`config.mk`:
```
export PLATFORM = sky130hd
export DESIGN_NAME = lsc_ctl_top
export DESIGN_NICKNAME = d
export VERILOG_FILES = /design/src/source/lsc_pkg.sv /design/src/source/lsc_addr_map.sv /design/src/source/lsc_ctl_top.sv /design/src/source/lsc_issue.sv /design/src/source/lsc_pipe_stage.sv /design/src/source/lsc_retire.sv
export VERILOG_INCLUDE_DIRS = /design/src /design/src/source
export SDC_FILE = /design/constraint.sdc
export NUM_CORES = 1
export LEC_CHECK = 0
export BUFFER_PORTS_ARGS = -buffer_cell sky130_fd_sc_hd__buf_2
export CORE_ASPECT_RATIO = 1.2
export CORE_UTILIZATION = 48
export CTS_BUF_LIST = sky130_fd_sc_hd__clkbuf_4 sky130_fd_sc_hd__clkbuf_8
export DETAILED_ROUTE_END_ITERATION = 8
export PLACE_DENSITY = 0.74
export SYNTH_ARGS = -nofsm -noshare
export SYNTH_HDL_FRONTEND = slang
export SYNTH_SLANG_ARGS = --single-unit
```
`constraint.sdc`:
```
create_clock -name clk -period 1.75 [get_ports clk]
set_input_delay 0.35 -clock clk [delete_from_list [all_inputs] [get_ports clk]]
set_output_delay 0.35 -clock clk [all_outputs]
set_load 0.02 [all_outputs]
```
`src/source/lsc_consts.svh`:
```
// Width, pipe depth and memory-map macros for the load/store control pipeline

`ifndef LSC_CONSTS_SVH
`define LSC_CONSTS_SVH

// **********************************************************************
// Datapath widths
// **********************************************************************

// Data and address width
`define LSC_XLEN 32

// Immediate offset carried with a core request
`define LSC_OFFSET_W 12

// Register stages dc1 through dc5
`define LSC_DEPTH 5

// **********************************************************************
// Memory map
// **********************************************************************

// DCCM window, 64 KB
`define LSC_DCCM_BASE 32'hF004_0000
`define LSC_DCCM_SIZE 32'h0001_0000

// PIC window, 32 KB
`define LSC_PIC_BASE 32'hF00C_0000
`define LSC_PIC_SIZE 32'h0000_8000

`endif

```
`src/source/lsc_pkg.sv`:
```
// Opcode and size enums, request, flush, pipe packet and error packet structs
`default_nettype none

`include "lsc_consts.svh"

package lsc_pkg;

  typedef enum logic {
    op_load  = 1'b0,
    op_store = 1'b1
  } lsu_op_e;

  // Encoding follows the DMA size field for byte, half and word
  typedef enum logic [1:0] {
    sz_byte = 2'd0,
    sz_half = 2'd1,
    sz_word = 2'd2
  } lsu_size_e;

  // Core issue port
  typedef struct packed {
    logic                     valid;
    lsu_op_e                  op;
    lsu_size_e                size;
    logic                     unsign;
    logic [`LSC_XLEN-1:0]     rs1;
    logic [`LSC_OFFSET_W-1:0] offset;
    logic [`LSC_XLEN-1:0]     rs2;
  } lsu_issue_t;

  // DMA slave request, sz of 3 is handled as a word
  typedef struct packed {
    logic                 req;
    logic [`LSC_XLEN-1:0] addr;
    logic [2:0]           sz;
    logic                 write;
    logic [`LSC_XLEN-1:0] wdata;
  } dma_req_t;

  typedef struct packed {
    logic flush_dc2_up;
    logic flush_dc3;
    logic flush_dc4;
    logic flush_dc5;
  } lsu_flush_t;

  // Packet carried from dc1 down to dc5
  typedef struct packed {
    logic                 valid;
    logic                 dma;
    lsu_op_e              op;
    lsu_size_e            size;
    logic                 unsign;
    logic [`LSC_XLEN-1:0] addr;
    logic                 in_dccm;
    logic                 in_pic;
    logic                 external;
    logic                 misaligned;
    logic                 access_fault;
    logic [`LSC_XLEN-1:0] store_data;
  } lsu_pkt_t;

  // exc_type is 1 for access or bus fault, 0 for misaligned
  typedef struct packed {
    logic                 exc_valid;
    logic                 exc_type;
    logic                 inst_type;
    logic                 dma_valid;
    logic [`LSC_XLEN-1:0] addr;
  } lsu_error_pkt_t;

endpackage

`default_nettype wire

```
`src/source/lsc_addr_map.sv`:
```
// Address map: DCCM, PIC and external classification with misaligned and access faults
`timescale 1ns/100ps
`default_nettype none

`include "lsc_consts.svh"

module lsc_addr_map (
  input  logic [`LSC_XLEN-1:0] start_addr,
  input  logic [`LSC_XLEN-1:0] end_addr,
  input  lsc_pkg::lsu_size_e   size,
  output logic                 in_dccm,
  output logic                 in_pic,
  output logic                 external,
  output logic                 misaligned,
  output logic                 access_fault
);

  logic end_in_dccm;
  logic end_in_pic;
  logic unaligned;

  // True when addr lies in [base, base + size)
  function automatic logic in_window(
    input logic [`LSC_XLEN-1:0] addr,
    input logic [`LSC_XLEN-1:0] base,
    input logic [`LSC_XLEN-1:0] win_size
  );
    in_window = (addr >= base) && (addr < base + win_size);
  endfunction

  // Region follows the start address
  assign in_dccm  = in_window(start_addr, `LSC_DCCM_BASE, `LSC_DCCM_SIZE);
  assign in_pic   = in_window(start_addr, `LSC_PIC_BASE, `LSC_PIC_SIZE);
  assign external = ~in_dccm & ~in_pic;

  assign end_in_dccm = in_window(end_addr, `LSC_DCCM_BASE, `LSC_DCCM_SIZE);
  assign end_in_pic  = in_window(end_addr, `LSC_PIC_BASE, `LSC_PIC_SIZE);

  // Natural alignment check per size
  always_comb begin
    case (size)
      lsc_pkg::sz_half: unaligned = start_addr[0];
      lsc_pkg::sz_word: unaligned = |start_addr[1:0];
      default:          unaligned = 1'b0;
    endcase
  end

  // DCCM handles unaligned accesses itself
  assign misaligned = unaligned & ~in_dccm;

  // Crossing a region boundary, or a PIC access narrower than a word
  assign access_fault = (end_in_dccm != in_dccm) |
                        (end_in_pic != in_pic) |
                        (in_pic & (size != lsc_pkg::sz_word));

endmodule

`default_nettype wire

```
`src/source/lsc_ctl_top.sv`:
```
// Load/store control top: issue, dc1 to dc5 stage chain and retire
`timescale 1ns/100ps
`default_nettype none

`include "lsc_consts.svh"

module lsc_ctl_top (
  input  logic                    clk,
  input  logic                    rst_n,
  input  lsc_pkg::lsu_issue_t     issue,
  input  lsc_pkg::dma_req_t       dma,
  input  lsc_pkg::lsu_flush_t     flush,
  input  logic [`LSC_XLEN-1:0]    ld_data_dc3,
  input  logic [`LSC_XLEN-1:0]    bus_read_data_dc3,
  input  logic                    ld_bus_error_dc3,
  output logic [`LSC_XLEN-1:0]    lsu_addr_dc1,
  output logic [`LSC_XLEN-1:0]    lsu_result_dc3,
  output logic                    lsu_exc_dc2,
  output lsc_pkg::lsu_error_pkt_t lsu_error_pkt_dc3,
  output logic                    lsu_commit_dc5,
  output logic [`LSC_XLEN-1:0]    lsu_addr_dc5,
  output logic [`LSC_XLEN-1:0]    store_data_dc5
);

  // chain[0] is the issue packet, chain[k+1] is the live output of stage k
  lsc_pkg::lsu_pkt_t    chain [`LSC_DEPTH+1];
  lsc_pkg::lsu_pkt_t    stage_pkt [`LSC_DEPTH];
  logic [`LSC_DEPTH-1:0] kill;

  // Kill per stage, dc1 and dc2 share the dc2-and-up flush
  assign kill = {flush.flush_dc5, flush.flush_dc4, flush.flush_dc3,
                 flush.flush_dc2_up, flush.flush_dc2_up};

  lsc_issue u_issue (
    .issue       (issue),
    .dma         (dma),
    .flush_dc2_up(flush.flush_dc2_up),
    .pkt_d       (chain[0])
  );

  // **********************************************************************
  // dc1 .. dc5 register chain
  // **********************************************************************

  for (genvar k = 0; k < `LSC_DEPTH; k++) begin : g_stage
    lsc_pipe_stage u_stage (
      .clk     (clk),
      .rst_n   (rst_n),
      .pkt_in  (chain[k]),
      .kill    (kill[k]),
      .pkt     (stage_pkt[k]),
      .pkt_live(chain[k+1])
    );
  end

  assign lsu_addr_dc1 = stage_pkt[0].addr;

  lsc_retire u_retire (
    .pkt_dc2          (stage_pkt[1]),
    .pkt_dc3          (stage_pkt[2]),
    .live_dc3         (chain[3]),
    .live_dc5         (chain[`LSC_DEPTH]),
    .ld_data_dc3      (ld_data_dc3),
    .bus_read_data_dc3(bus_read_data_dc3),
    .ld_bus_error_dc3 (ld_bus_error_dc3),
    .lsu_result_dc3   (lsu_result_dc3),
    .lsu_addr_dc5     (lsu_addr_dc5),
    .store_data_dc5   (store_data_dc5),
    .lsu_exc_dc2      (lsu_exc_dc2),
    .lsu_commit_dc5   (lsu_commit_dc5),
    .lsu_error_pkt_dc3(lsu_error_pkt_dc3)
  );

endmodule

`default_nettype wire

```
`src/source/lsc_issue.sv`:
```
// Issue stage: DMA premux, address generation, size decode, store data and initial packet
`timescale 1ns/100ps
`default_nettype none

`include "lsc_consts.svh"

module lsc_issue (
  input  lsc_pkg::lsu_issue_t issue,
  input  lsc_pkg::dma_req_t   dma,
  input  logic                flush_dc2_up,
  output lsc_pkg::lsu_pkt_t   pkt_d
);

  logic [`LSC_XLEN-1:0]     base_addr;
  logic [`LSC_OFFSET_W-1:0] offset;
  logic [`LSC_XLEN-1:0]     start_addr;
  logic [`LSC_XLEN-1:0]     end_addr;
  logic [1:0]               last_byte;
  logic [`LSC_XLEN-1:0]     dma_wdata_shifted;
  logic [`LSC_XLEN-1:0]     store_data;
  lsc_pkg::lsu_size_e       dma_size;
  lsc_pkg::lsu_size_e       size;
  lsc_pkg::lsu_op_e         dma_op;
  logic                     in_dccm;
  logic                     in_pic;
  logic                     external;
  logic                     misaligned;
  logic                     access_fault;

  // **********************************************************************
  // DMA premux
  // **********************************************************************

  // DMA address goes in as rs1 with a zero offset
  assign base_addr = dma.req ? dma.addr : issue.rs1;
  assign offset    = dma.req ? '0 : issue.offset;

  // Size 3 and above collapse to a word
  always_comb begin
    case (dma.sz)
      3'd0:    dma_size = lsc_pkg::sz_byte;
      3'd1:    dma_size = lsc_pkg::sz_half;
      default: dma_size = lsc_pkg::sz_word;
    endcase
  end

  assign size   = dma.req ? dma_size : issue.size;
  assign dma_op = dma.write ? lsc_pkg::op_store : lsc_pkg::op_load;

  // **********************************************************************
  // Start and end address
  // **********************************************************************

  assign start_addr = base_addr +
                      {{(`LSC_XLEN-`LSC_OFFSET_W){offset[`LSC_OFFSET_W-1]}}, offset};

  // Offset of the last byte touched
  always_comb begin
    case (size)
      lsc_pkg::sz_byte: last_byte = 2'd0;
      lsc_pkg::sz_half: last_byte = 2'd1;
      default:          last_byte = 2'd3;
    endcase
  end

  assign end_addr = start_addr + {{(`LSC_XLEN-2){1'b0}}, last_byte};

  lsc_addr_map u_addr_map (
    .start_addr  (start_addr),
    .end_addr    (end_addr),
    .size        (size),
    .in_dccm     (in_dccm),
    .in_pic      (in_pic),
    .external    (external),
    .misaligned  (misaligned),
    .access_fault(access_fault)
  );

  // DMA write data is moved down to byte lane 0 like a core store
  assign dma_wdata_shifted = dma.wdata >> {dma.addr[1:0], 3'b000};
  assign store_data        = dma.req ? dma_wdata_shifted : issue.rs2;

  // **********************************************************************
  // Packet into dc1
  // **********************************************************************

  always_comb begin
    pkt_d.valid        = dma.req | (issue.valid & ~flush_dc2_up);
    pkt_d.dma          = dma.req;
    pkt_d.op           = dma.req ? dma_op : issue.op;
    pkt_d.size         = size;
    pkt_d.unsign       = ~dma.req & issue.unsign;
    pkt_d.addr         = start_addr;
    pkt_d.in_dccm      = in_dccm;
    pkt_d.in_pic       = in_pic;
    pkt_d.external     = external;
    pkt_d.misaligned   = misaligned;
    pkt_d.access_fault = access_fault;
    pkt_d.store_data   = store_data;
  end

endmodule

`default_nettype wire

```
`src/source/lsc_pipe_stage.sv`:
```
// One pipe register stage with flush kill of non-DMA entries
`timescale 1ns/100ps
`default_nettype none

module lsc_pipe_stage (
  input  logic              clk,
  input  logic              rst_n,
  input  lsc_pkg::lsu_pkt_t pkt_in,
  input  logic              kill,
  output lsc_pkg::lsu_pkt_t pkt,
  output lsc_pkg::lsu_pkt_t pkt_live
);

  logic              valid_q;
  lsc_pkg::lsu_pkt_t data_q;

  // Only valid is control state
  always_ff @(posedge clk or negedge rst_n) begin
    if (!rst_n) begin
      valid_q <= 1'b0;
    end else begin
      valid_q <= pkt_in.valid;
    end
  end

  always_ff @(posedge clk) begin
    data_q <= pkt_in;
  end

  always_comb begin
    pkt       = data_q;
    pkt.valid = valid_q;
  end

  // DMA entries ride through any flush
  always_comb begin
    pkt_live       = pkt;
    pkt_live.valid = valid_q & ~(kill & ~data_q.dma);
  end

endmodule

`default_nettype wire

```
`src/source/lsc_retire.sv`:
```
// Retire: dc3 load result, dc2 exception, dc3 error packet and dc5 commit
`timescale 1ns/100ps
`default_nettype none

`include "lsc_consts.svh"

module lsc_retire (
  input  lsc_pkg::lsu_pkt_t       pkt_dc2,
  input  lsc_pkg::lsu_pkt_t       pkt_dc3,
  input  lsc_pkg::lsu_pkt_t       live_dc3,
  input  lsc_pkg::lsu_pkt_t       live_dc5,
  input  logic [`LSC_XLEN-1:0]    ld_data_dc3,
  input  logic [`LSC_XLEN-1:0]    bus_read_data_dc3,
  input  logic                    ld_bus_error_dc3,
  output logic [`LSC_XLEN-1:0]    lsu_result_dc3,
  output logic [`LSC_XLEN-1:0]    lsu_addr_dc5,
  output logic [`LSC_XLEN-1:0]    store_data_dc5,
  output logic                    lsu_exc_dc2,
  output logic                    lsu_commit_dc5,
  output lsc_pkg::lsu_error_pkt_t lsu_error_pkt_dc3
);

  logic [`LSC_XLEN-1:0] ld_datafn_dc3;
  logic                 fill_byte;
  logic                 fill_half;

  // **********************************************************************
  // dc3 load result
  // **********************************************************************

  // External loads return over the bus
  assign ld_datafn_dc3 = pkt_dc3.external ? bus_read_data_dc3 : ld_data_dc3;

  assign fill_byte = ~pkt_dc3.unsign & ld_datafn_dc3[7];
  assign fill_half = ~pkt_dc3.unsign & ld_datafn_dc3[15];

  always_comb begin
    case (pkt_dc3.size)
      lsc_pkg::sz_byte: lsu_result_dc3 = {{(`LSC_XLEN-8){fill_byte}}, ld_datafn_dc3[7:0]};
      lsc_pkg::sz_half: lsu_result_dc3 = {{(`LSC_XLEN-16){fill_half}}, ld_datafn_dc3[15:0]};
      default:          lsu_result_dc3 = ld_datafn_dc3;
    endcase
  end

  // **********************************************************************
  // Exceptions
  // **********************************************************************

  assign lsu_exc_dc2 = pkt_dc2.valid & (pkt_dc2.misaligned | pkt_dc2.access_fault);

  // A flushed dc3 entry reports nothing, so the live copy gates it
  assign lsu_error_pkt_dc3.exc_valid = live_dc3.valid & ~live_dc3.dma &
                                       (live_dc3.misaligned | live_dc3.access_fault |
                                        ld_bus_error_dc3);

  // Misaligned wins the type when both faults are present
  assign lsu_error_pkt_dc3.exc_type  = ~pkt_dc3.misaligned;
  assign lsu_error_pkt_dc3.inst_type = (pkt_dc3.op == lsc_pkg::op_store);
  assign lsu_error_pkt_dc3.dma_valid = pkt_dc3.valid & pkt_dc3.dma;
  assign lsu_error_pkt_dc3.addr      = pkt_dc3.addr;

  // **********************************************************************
  // dc5 commit
  // **********************************************************************

  // DMA traffic never writes back to the core
  assign lsu_commit_dc5 = live_dc5.valid & ~live_dc5.dma;

  assign lsu_addr_dc5   = live_dc5.addr;
  assign store_data_dc5 = live_dc5.store_data;

endmodule

`default_nettype wire

```
=== Word-level counts from Yosys, hierarchy flattened ===
Cells that the tools add are included.

* Multiply operators: 0
* $lt $le $gt $ge: 8
* Divide/modulo/power cells: 0
* Bitwise logic cells: 44
* $add $sub $neg: 2
* Reductions and logical operators: 8
* Shifts and indexed selects: 1
* Multiplexer cells: 11
* Equal/unequal tests: 7

{| class="wikitable"
|+ Operators by type and width
! operator !! count
|-
| 32-bit greater-or-equal comparator (second input constant) || 4
|-
| 32-bit less-than comparator (second input constant) || 4
|-
| 32-bit 2-to-1 mux || 3
|-
| 32-bit one-hot mux with 2 select lines || 1
|-
| 32-bit by 2-bit adder with 32-bit output || 1
|-
| 32-bit adder || 1
|-
| 32-bit by 5-bit >> shifter with 32-bit output || 1
|-
| 1-bit bitwise AND || 22
|-
| 1-bit NOT || 16
|-
| 12-bit 2-to-1 mux || 1
|-
| 2-bit one-hot mux with 2 select lines || 2
|-
| 1-bit OR || 6
|-
| 2-bit by 1-bit equality test with 1-bit output (second input constant) || 2
|-
| 1-bit logical AND || 4
|-
| 2-bit logical NOT || 2
|-
| 3-bit by 1-bit equality test with 1-bit output (second input constant) || 1
|-
| 3-bit logical NOT || 1
|-
| 2-bit equality test (second input constant) || 1
|-
| 1-bit 2-to-1 mux || 2
|-
| 2-bit 2-to-1 mux || 1
|-
| 1-bit inequality test || 2
|-
| 2-bit inequality test (second input constant) || 1
|-
| 1-bit one-hot mux with 2 select lines || 1
|-
| 2-bit OR reduction || 1
|}

* ROM bits: 0
* Flip-flop bits (word level): 351
* Word-level logic and storage cells: 119
* Output and inout bits: 166
* Bits in latches: 0
* Input port bits: 221
* Memories: 0
* RAM bits: 0

=== Depth between registers and ports, before layout ===
Gate-level depths: netlist (run 1).

* Depth after elaboration: 11
* Gate-level depth with buffers: 23
* Gate-level depth less buffers: 17

=== Modules after synthesis ===
Synthesis (run 1) repeated with hierarchy kept, for this count alone.

* Cell total of the unflattened synthesis: 1570
* Area, all modules: 16052.9 sq um

{| class="wikitable"
|+ By module, submodules not included
! module !! cells an instance !! times used !! sequential area each (sq um) !! area each (sq um)
|-
| lsc_pipe_stage || 152 || 5 || 1506.4 || 2080.7
|-
| lsc_issue || 597 || 1 || 0.0 || 4071.4
|-
| lsc_retire || 188 || 1 || 0.0 || 1377.6
|-
| lsc_addr_map || 25 || 1 || 0.0 || 200.2
|}

=== Worst setup path before layout (run 1) ===
Ideal clock, no wire load.

* Path type: input to register
* Start: input port dma[68] (netlist name)
* End: register g_stage[0].u_stage.data_q, in the netlist g_stage[0].u_stage.pkt[32]
* Setup slack: -3.736 ns
* Library setup time: 0.117 ns
* Required time: 1.633 ns
* Stages: 22
* Buffers on the path: 7
* Arrival: 5.369 ns
* Cells stage by stage: buf_2 -> buf_2 -> buf_2 -> buf_2 -> buf_2 -> buf_1 -> clkbuf_1 -> nor2b_1 -> ha_1 -> fa_1 -> a211oi_2 -> o21ai_1 -> a211oi_1 -> o21a_4 -> xor2_1 -> and2_1 -> nand4_1 -> or2_1 -> a2111oi_0 -> o211ai_1 -> or3_1 -> a2bb2oi_1

{| class="wikitable"
|+ RTL lines
! element !! line !! RTL
|-
| from (decl) || lsc_ctl_top.sv:11 || <nowiki>input lsc_pkg::dma_req_t dma,</nowiki>
|-
| to (signal assigned) || lsc_pipe_stage.sv:27 || <nowiki>data_q <= pkt_in;</nowiki>
|-
| to (decl) || lsc_pipe_stage.sv:15 || <nowiki>lsc_pkg::lsu_pkt_t data_q;</nowiki>
|}

==> flow_metrics.tcl, run 1 <==
set metrics [dict create \
    yosys.area_share.adder_pct 2.598 \
    synthTopCellsByArea "dfxtp_1, buf_4, mux2_2" \
    max_freq_ghz 0.2632 \
    wl_um 38680 \
    synth-xor-area-share_pct 3.014 \
    fin_area_um2 18690 \
    seq_area_frac_synth_pct 54.63 \
    synth_warnings 0 \
    reg2reg_depth 2 \
    hold_depth 2 \
    cts_buffers 46 \
    hpwl_um 28430 \
    grt_pass1_wl_um 56020 \
    rows 65 \
    drive_above_1_share_pct 53.26 \
    cts_root_buf "clkbuf_8" \
    cts.clk_slew.worst_paths_ps 70 \
    max-clock-path-buffers 3 \
    io_buffer_count 386 \
    cts.htree.levels 2 \
    syn-num-nets 1460 \
    ys_top_cells_by_count "dfxtp_1, buf_4, nor2_1" \
    die_w_um 151.7 \
    worstPathCellList "buf_12 -> mux2_4 -> ha_4 -> fa_2 -> a211oi_4 -> o21ai_2 -> buf_4 -> a211oi_4 -> o21a_4 -> buf_4 -> buf_6 -> xor2_2 -> and2_1 -> nand4_1 -> or2_1 -> a2111oi_1 -> o211ai_1 -> or3_1 -> a2bb2oi_2" \
    synth-main-ff-cell "dfxtp_1" \
    drtPass1Iterations 5 \
    hold_viol 0 \
    synth_top_family_by_area "simple AND/OR/NAND/NOR gates" \
    yosysMostFrequentCell "dfxtp_1" \
    path_max_fanout 6 \
    synthMuxAreaShare_pct 6.620 \
    max_stage_delay_ps 370 \
    worstPathRequired_ps 2180 \
    tightest_slew_ps 519.7 \
    hold_path_class "in -> reg" \
    synth_edf_count 0 \
    grt_pass1_vias 10640 \
    gp_congestion 0.9141 \
    num-fill-cells 1867 \
    setup.worst_path.end_class "flop" \
    relSlewSlack_pct 65.20 \
    power_density_nw_per_um2 1111 \
    max-cap-violations 0 \
    ys_seq_elements 351 \
    start_kind "input port" \
    wire_per_inst_um 18.22 \
    clk_latency_ps 560 \
    synthToLayoutAreaGrowth_pct 44.78 \
    r2r_start "g_stage[2].u_stage.pkt[73]" \
    netlist_instances 1215 \
    drt-initial-drc-count 437 \
    yosys.area_share.simple_pct 11.61 \
    drv_slew 0 \
    antenna_found_initial 13 \
    grt-ovfl-total 0 \
    period_minus_slack_ps 3799 \
    io_pins 387 \
    yosys.area.top_type_share_pct 53.66 \
    nets 1991 \
    vias 10580 \
    rsz0062_at_grt "true" \
    fin_skew_ps 29.49 \
    core_area_um2 26350 \
    min_from "issue[7]" \
    die_y_um 181.6 \
    p_leak_nw 8.609 \
    grt_usage_pct 26.82 \
    synth_area_leader_cell "dfxtp_1" \
    synth_compound_area_share_pct 11.41 \
    async_reset_ff_share_pct 1.425 \
    setup_viol 60 \
    vdd_ir_drop_max_v 0.0005787 \
    die-area_um2 27550 \
    start_util_pct 48.99 \
    tritoncts "built" \
    netlist_area_um2 12910 \
    violations "setup timing" \
    grt_max_degree 51 \
    setup_ws_ps -2049 \
    drc 0 \
    cts.sinks 351 \
    criticalPathCategory "in -> reg" \
    place_area_um2 16110 \
    drt.antenna.violating_nets 0 \
    ys_types 88 \
    vias_per_cell 4.985 \
    avgSynthCellArea_um2 10.62 \
    post-route-period-util_pct 217.1 \
    cp.arrival_ps 4230 \
    dp.cells 1975 \
    crit_start "dma[68]" \
    instances_no_fill 2123 \
    cpMaxStageDelayCell "fa_2" \
    status "finished with violations" \
]
[cell families (layout without fill, tap and decap cells)]
family / count (synthesis) / count (layout)
DFF: 351 / 351
adders and majority gates: 26 / 26
other: 0 / 10
buffers and inverters: 211 / 774
AOI/OAI and AO/OA: 223 / 223
and+or+nand+nor: 284 / 284
xor gates and xnor gates: 41 / 41
muxes: 79 / 79
[final cells by class]
class | count | area [um^2] | area share [%]
Multi-Input combinational cell | 653 | 5650 | 30.23
Timing Repair Buffer | 660 | 4415 | 23.63
Inverter | 34 | 135.1 | 0.7230
Antenna cell | 10 | 25.02 | 0.1339
Clock buffer | 65 | 832.0 | 4.452
Clock inverter | 15 | 156.4 | 0.8368
Tap cell | 335 | 419.2 | 2.243
Sequential cell | 351 | 7056 | 37.75
[registers in the layout (all words and copies together), names as in the netlist]
signal / cells
g_stage.u_stage.valid_q: 5
g_stage.u_stage.pkt: 346
[worst max-delay path: cells and delay by family]
kind	cells	cell delay (ps)
AOI/OAI and AO/OA	7	1490
and+or+nand+nor	4	910
adders and majority gates	2	540
buffers and inverters	4	470
muxes	1	310
xor gates and xnor gates	1	130
[metrics by stage]
step	setup WS [ps]	hold slack, ps	utilization, %	TNS, ps	total power, mW
after global placement	-2533	174.9	61.15	-39670	13.84
after detailed placement	-2598	176.3	61.15	-41090	13.93
after CTS	-1973	0.8916	68.62	-37180	20.55
after global routing	-2223	3.578	70.89	-45020	21.67
after floorplan	-2890	54.41	-	-50410	12.47
final	-2049	20.64	70.93	-40970	20.77
[final timing paths]
check | slack (ps) | end
worst max-delay path | -2050 | g_stage[0].u_stage.pkt[32]
worst max register to register | 1090 | g_stage[3].u_stage.valid_q
min in group asynchronous | 150 | g_stage[4].u_stage.valid_q
worst min-delay path | 20 | g_stage[0].u_stage.pkt[7]
worst min register to register | 310 | g_stage[2].u_stage.pkt[43]
max in group asynchronous | 1470 | g_stage[2].u_stage.valid_q
[where the power goes]
| group | leakage, nW | internal (mW) | switching [mW] |
|---|---|---|---|
| combinational | 5.11 | 2.24 | 2.77 |
| clock | 0.525 | 3.41 | 2.85 |
| sequential | 2.97 | 9.13 | 0.369 |
| total | 8.61 | 14.8 | 5.99 |
[per-layer routing]
| metal | share of wire (%) | vias up | GRT usage (%) |
|---|---|---|---|
| met5 | 0.078 | - | 0 |
| met4 | 3.3 | 4 | 11.09 |
| met3 | 6.4 | 93 | 5.804 |
| met2 | 55 | 386 | 51.87 |
| met1 | 36 | 4994 | 26.82 |
| li1 | - | 5106 | - |
[placed cells by master (no fill, tap or decap), types with 25 or more instances in the layout]
cell	instances
buf_4	227
clkbuf_8	55
nor2_1	62
a21oi_1	55
buf_2	357
nand2_1	48
dfxtp_1	343
buf_6	55
mux2i_1	25
mux2_2	43
[timing repair]
action / CTS / global route
gates resized for setup: 151 / 88
pin swaps: 52 / 41
endpoints found under the setup margin: 62 / 61
hold endpoints to repair: 17 / 0
buffers inserted: 31 / 28
hold buffers: 12 / 0
gates cloned: 1 / 1
Power figures use the tool's default switching activity.
==> run 2: changes to the inputs <==
--- a/config.mk
+++ b/config.mk
@@ -7,7 +7,7 @@
 export NUM_CORES = 1
 export LEC_CHECK = 0
 export BUFFER_PORTS_ARGS = -buffer_cell sky130_fd_sc_hd__buf_2
-export CORE_ASPECT_RATIO = 1.2
+export CORE_ASPECT_RATIO = 0.7
 export CORE_UTILIZATION = 48
 export CTS_BUF_LIST = sky130_fd_sc_hd__clkbuf_4 sky130_fd_sc_hd__clkbuf_8
 export DETAILED_ROUTE_END_ITERATION = 8
==> flow_metrics.tcl, run 2 (synthesis gave the netlist of run 1 again) <==
set metrics [dict create \
    place_area_um2 16000 \
    dp.cells 1982 \
    cts.sinks 351 \
    core_area_um2 26060 \
    max_stage_delay_ps 400 \
    tritoncts "built" \
    path_delay_family "compound AO/OA/AOI/OAI gates" \
    synthToLayoutAreaGrowth_pct 45.43 \
    hold_path_class "in -> reg" \
    rsz0062_at_grt "true" \
    drive_above_1_share_pct 51.80 \
    drv_slew 0 \
    setup_ws_ps -1959 \
    vdd_ir_drop_max_v 0.0007276 \
    r2r_start "g_stage[2].u_stage.valid_q" \
    path_max_fanout 7 \
    status "finished with violations" \
    critPathBufInv 2 \
    cpMaxStageDelayCell "or3_1" \
    p_leak_nw 8.638 \
    rows 49 \
    grt_pass1_wl_um 56370 \
    die_y_um 139.2 \
    max-clock-path-buffers 3 \
    cp.arrival_ps 4230 \
    setup_viol 60 \
    period_minus_slack_ps 3709 \
    clk_latency_ps 600 \
    worstPathCellList "buf_12 -> mux2_4 -> ha_4 -> fa_2 -> a211oi_4 -> o21ai_4 -> a211oi_4 -> o21a_4 -> o211ai_2 -> xor2_1 -> a211o_2 -> buf_4 -> nor4_4 -> xor2_1 -> o211ai_1 -> or3_1 -> a2bb2oi_2" \
    criticalPathCategory "in -> reg" \
    layout_common_cells "buf_2, dfxtp_1, buf_4" \
    violations "setup timing" \
    cts.clk_slew.worst_paths_ps 70 \
    r2r_end "g_stage[3].u_stage.valid_q" \
    wire_per_inst_um 17.77 \
    cts_buffers 47 \
    grt-ovfl-total 0 \
    nets 1987 \
    fin_skew_ps 49.21 \
    utilization_pct 72.05 \
    setup.worst_path.end_class "flop" \
    max-cap-violations 0 \
    tightest_slew_ps 679.7 \
    dpl_worst_slack_ps -2685 \
    gp_congestion 0.9345 \
    grt_usage_pct 26.52 \
    max_freq_ghz 0.2696 \
    p_total_mw 21.05 \
    antenna_found_initial 4 \
    start_util_pct 49.54 \
    min_from "issue[11]" \
    drt-initial-drc-count 637 \
    io_buffer_count 386 \
    relSlewSlack_pct 54.21 \
    hold_depth 3 \
    hpwl_um 26990 \
    fin_area_um2 18770 \
    final_common_cell "buf_2" \
    worstPathRequired_ps 2270 \
    die_w_um 198.0 \
    whs_endpoint "g_stage[0].u_stage.pkt[11]" \
    post-route-period-util_pct 211.9 \
    worst_hold_slack_ps 38.13 \
    power_density_nw_per_um2 1121 \
    cts.htree.levels 2 \
    cts_root_buf "clkbuf_8" \
    start_kind "input port" \
    vias_per_cell 4.863 \
    largest_reg_flops 346 \
    grt_pass1_vias 10440 \
    instances_no_fill 2140 \
    io_pins 387 \
    hold_viol 0 \
    fin_setup_tns_ps -36000 \
    drt.antenna.violating_nets 0 \
    wl_um 38030 \
    rrSetupSlack_ps 1090 \
    drtPass1Iterations 6 \
    drc 0 \
    vias 10410 \
    reg2reg_depth 1 \
    grt_max_degree 48 \
    die-area_um2 27560 \
    num-fill-cells 1834 \
]
## run 2: cell types whose count changed in the layout (fill, tap and decap cells not counted), sizes merged
cell | before | now
clkbuf | 67 | 72
buf | 646 | 625
inv | 35 | 36
bufinv | 2 | 1
diode | 10 | 3
dlygate4sd3 | 12 | 29
clkinvlp | 1 | 2
## run 2: how the worst max path moves through the flow
stage | startpoint | end | slack [ps] | cells past startpoint
3_3_place_gp | dma[68] | g_stage[0].u_stage.pkt[32] | -2560 | 16
4_1_cts | dma[68] | g_stage[0].u_stage.pkt[32] | -1930 | 17
3_5_place_dp | dma[68] | g_stage[0].u_stage.pkt[32] | -2680 | 16
6_report | dma[68] | g_stage[0].u_stage.pkt[32] | -1960 | 17
5_1_grt | dma[68] | g_stage[0].u_stage.pkt[32] | -2100 | 19
2_1_floorplan | dma[68] | g_stage[0].u_stage.pkt[32] | -2890 | 22
## run 2: cell type report
| type | count | area, um^2 | area share, % |
|---|---|---|---|
| timing repair buffer | 655 | 4409 | 23.49 |
| sequential | 351 | 7058 | 37.60 |
| clock buffer | 71 | 914.6 | 4.872 |
| inverter | 34 | 132.6 | 0.7065 |
| clock inverter | 16 | 128.9 | 0.6865 |
| antenna | 3 | 7.507 | 0.03999 |
| multi-input combinational | 653 | 5675 | 30.23 |
| tap | 357 | 446.7 | 2.379 |
## run 2: where the power goes
part / switching [mW] / internal (mW)
clock: 3.05 / 3.55
combinational: 2.73 / 2.19
sequential: 0.395 / 9.13
total: 6.18 / 14.9
## run 2: tightest hold or removal path: cells and delay by family
kind	cells	cell delay, ps
compound gates	1	100
buf+inv	1	80
simple gates	1	30
## run 2: repair_timing
action	CTS	global route
pin swaps	43	47
hold buffers	29	0
gates cloned	2	0
endpoints found under the setup margin	61	62
setup buffers	19	27
hold endpoints to repair	33	0
gates resized for setup	165	85
## run 2: metal layers
metal | global-route usage (%) | share of wire [%]
met1 | 35.76 | 44
met2 | 42.59 | 48
met3 | 6.323 | 6.7
met4 | 6.814 | 1.5
met5 | 0 | 0.042
==> run 3: changes to the inputs <==
--- a/config.mk
+++ b/config.mk
@@ -8,10 +8,12 @@
 export LEC_CHECK = 0
 export BUFFER_PORTS_ARGS = -buffer_cell sky130_fd_sc_hd__buf_2
 export CORE_ASPECT_RATIO = 0.7
-export CORE_UTILIZATION = 48
+export CORE_UTILIZATION = 50
 export CTS_BUF_LIST = sky130_fd_sc_hd__clkbuf_4 sky130_fd_sc_hd__clkbuf_8
 export DETAILED_ROUTE_END_ITERATION = 8
 export PLACE_DENSITY = 0.74
+export SKIP_CTS_REPAIR_TIMING = 1
 export SYNTH_ARGS = -nofsm -noshare
 export SYNTH_HDL_FRONTEND = slang
+export SYNTH_HIERARCHICAL = 1
 export SYNTH_SLANG_ARGS = --single-unit
==> flow_metrics.tcl, run 3 <==
set metrics [dict create \
    post-route-period-util_pct 228.3 \
    cpMaxStageDelayCell "fa_2" \
    clk_latency_ps 610 \
    synth_warnings 6 \
    vias_per_cell 4.757 \
    nets 1932 \
    max-clock-path-buffers 3 \
    dpl_worst_slack_ps -2977 \
    drtPass1Iterations 5 \
    period_minus_slack_ps 3995 \
    setup_viol 59 \
    vdd_ir_drop_max_v 0.0007919 \
    rsz0062_at_grt "true" \
    grt_use_met2_pct 32.60 \
    die-area_um2 31020 \
    max-cap-violations 0 \
    power_density_nw_per_um2 1179 \
    cts_buffers 49 \
    cts.sinks 351 \
    utilization_pct 62.40 \
    start_kind "input port" \
    cts.clk_slew.worst_paths_ps 70 \
    wire_per_inst_um 17.35 \
    gp_congestion 0.9329 \
    grt_pass1_vias 9504 \
    synthToLayoutAreaGrowth_pct 20.84 \
    cp.arrival_ps 4480 \
    swShare_pct 28.79 \
    wl_um 36840 \
    seq_power_share_pct 44.5 \
    layout_common_cells "buf_2, dfxtp_1, buf_4" \
    path_max_fanout 5 \
    violations "setup timing" \
    drt-initial-drc-count 596 \
    setup.worst_path.end_class "flop" \
    grt_pass1_wl_um 49830 \
    clockPowerShare_pct 33.1 \
    syn-num-nets 1738 \
    final_common_cell "buf_2" \
    avgSynthCellArea_um2 10.19 \
    fin_skew_ps 35.24 \
    register_area_um2 7058 \
    drive_above_1_share_pct 51.31 \
    fin_area_um2 18310 \
    dp.cells 1981 \
    num-fill-cells 2303 \
    antenna_found_initial 1 \
    tightest_slew_ps 498.9 \
    start_util_pct 51.64 \
    largest_reg_flops 346 \
    criticalPathCategory "in -> reg" \
    die_w_um 210.1 \
    io_buffer_count 386 \
    drv_slew 0 \
    netlist_instances 1487 \
    top_usage_layer "met2" \
    cts_root_buf "clkbuf_8" \
    hpwl_um 26790 \
    die_y_um 147.6 \
    hold_viol 0 \
    netlist_area_um2 15150 \
    diodes 0 \
    grt_max_degree 43 \
    worstPathCellList "buf_12 -> mux2_4 -> ha_4 -> fa_2 -> a211oi_4 -> o211ai_1 -> buf_4 -> a211oi_2 -> a211o_1 -> and3_4 -> nand4_4 -> nor4_4 -> buf_4 -> nand4_1 -> xnor2_1 -> and4b_1 -> nand4_1 -> nor3b_2 -> mux2_4 -> a222oi_1" \
    cts.htree.levels 2 \
    grt_usage_pct 20.63 \
    status "finished with violations" \
    setup_ws_ps -2245 \
    drc 0 \
    place_area_um2 15670 \
    p_comb_share_pct 22.4 \
    fin_setup_tns_ps -34980 \
    rows 52 \
    max_freq_ghz 0.2503 \
    hold_path_class "in -> reg" \
    internal_power_mw 15.37 \
    grt-ovfl-total 0 \
    met3_usage_pct 4.738 \
    p_leak_nw 8.569 \
    vias 10100 \
    relSlewSlack_pct 66.43 \
    core_area_um2 29340 \
    drt.antenna.violating_nets 0 \
    grt.met1_usage_pct 27.61 \
    multi_input_area_um2 5261 \
    p_switching_mw 6.216 \
    io_pins 387 \
    worstPathRequired_ps 2240 \
    max_stage_delay_ps 420 \
    tritoncts "built" \
    instances_no_fill 2124 \
]
==> run 3: area by class of cell <==
class,instances,area share (%)
Multi-Input combinational cell,617,28.73
Inverter,34,0.6970
Tap cell,405,2.768
Clock buffer,71,5.029
Timing Repair Buffer,628,22.97
Clock inverter,18,1.257
Sequential cell,351,38.55
==> run 3: final timing paths <==
kind                                                  from                    endpoint  slack (ps)  depth (start not counted)
worst max register to register  g_stage[2].u_stage/valid_q  g_stage[3].u_stage/valid_q         980                          2
max in group asynchronous                            rst_n  g_stage[3].u_stage/valid_q        1490                          2
worst min register to register  g_stage[1].u_stage/pkt[61]  g_stage[2].u_stage/pkt[61]         290                          0
worst max-delay path                               dma[68]  g_stage[0].u_stage/pkt[32]       -2240                         20
min in group asynchronous                            rst_n  g_stage[4].u_stage/valid_q         120                          2
worst min-delay path                             issue[30]  g_stage[0].u_stage/pkt[30]          10                          3
==> run 3: layer usage <==
| layer | part of all wire [%] | vias up | wire, um |
|---|---|---|---|
| met1 | 44 | 4646 | 16040 |
| met5 | 0.035 | - | 13 |
| met2 | 46 | 442 | 16970 |
| li1 | - | 4909 | - |
| met3 | 6.8 | 105 | 2509 |
| met4 | 3.6 | 2 | 1309 |
==> run 3: worst max-delay path, delay by kind of cell <==
kind            cells  cell delay (ps)
compound gates      5             1130
buf+inv             3              480
mux                 2              570
simple gates        7             1200
fa+ha+maj           2              590
xor+xnor            1              150
==> run 3: power by group through the flow <==
stage,Combinational (mW),Clock (mW),Sequential [mW]
after global placement,4.20,0,9.71
final,4.84,7.15,9.60
after floorplan,4.06,0,9.88
after detailed placement,4.25,0,9.77
after global routing,5.13,7.72,9.71
after CTS,4.27,7.32,9.60
==> run 3: per-stage QoR <==
stage	power (mW)	hold slack [ps]
after floorplan	13.94	54.41
after global routing	22.56	-15.49
final	21.59	13.25
after CTS	21.19	-483.7
after global placement	13.91	178.5
after detailed placement	14.03	185.4
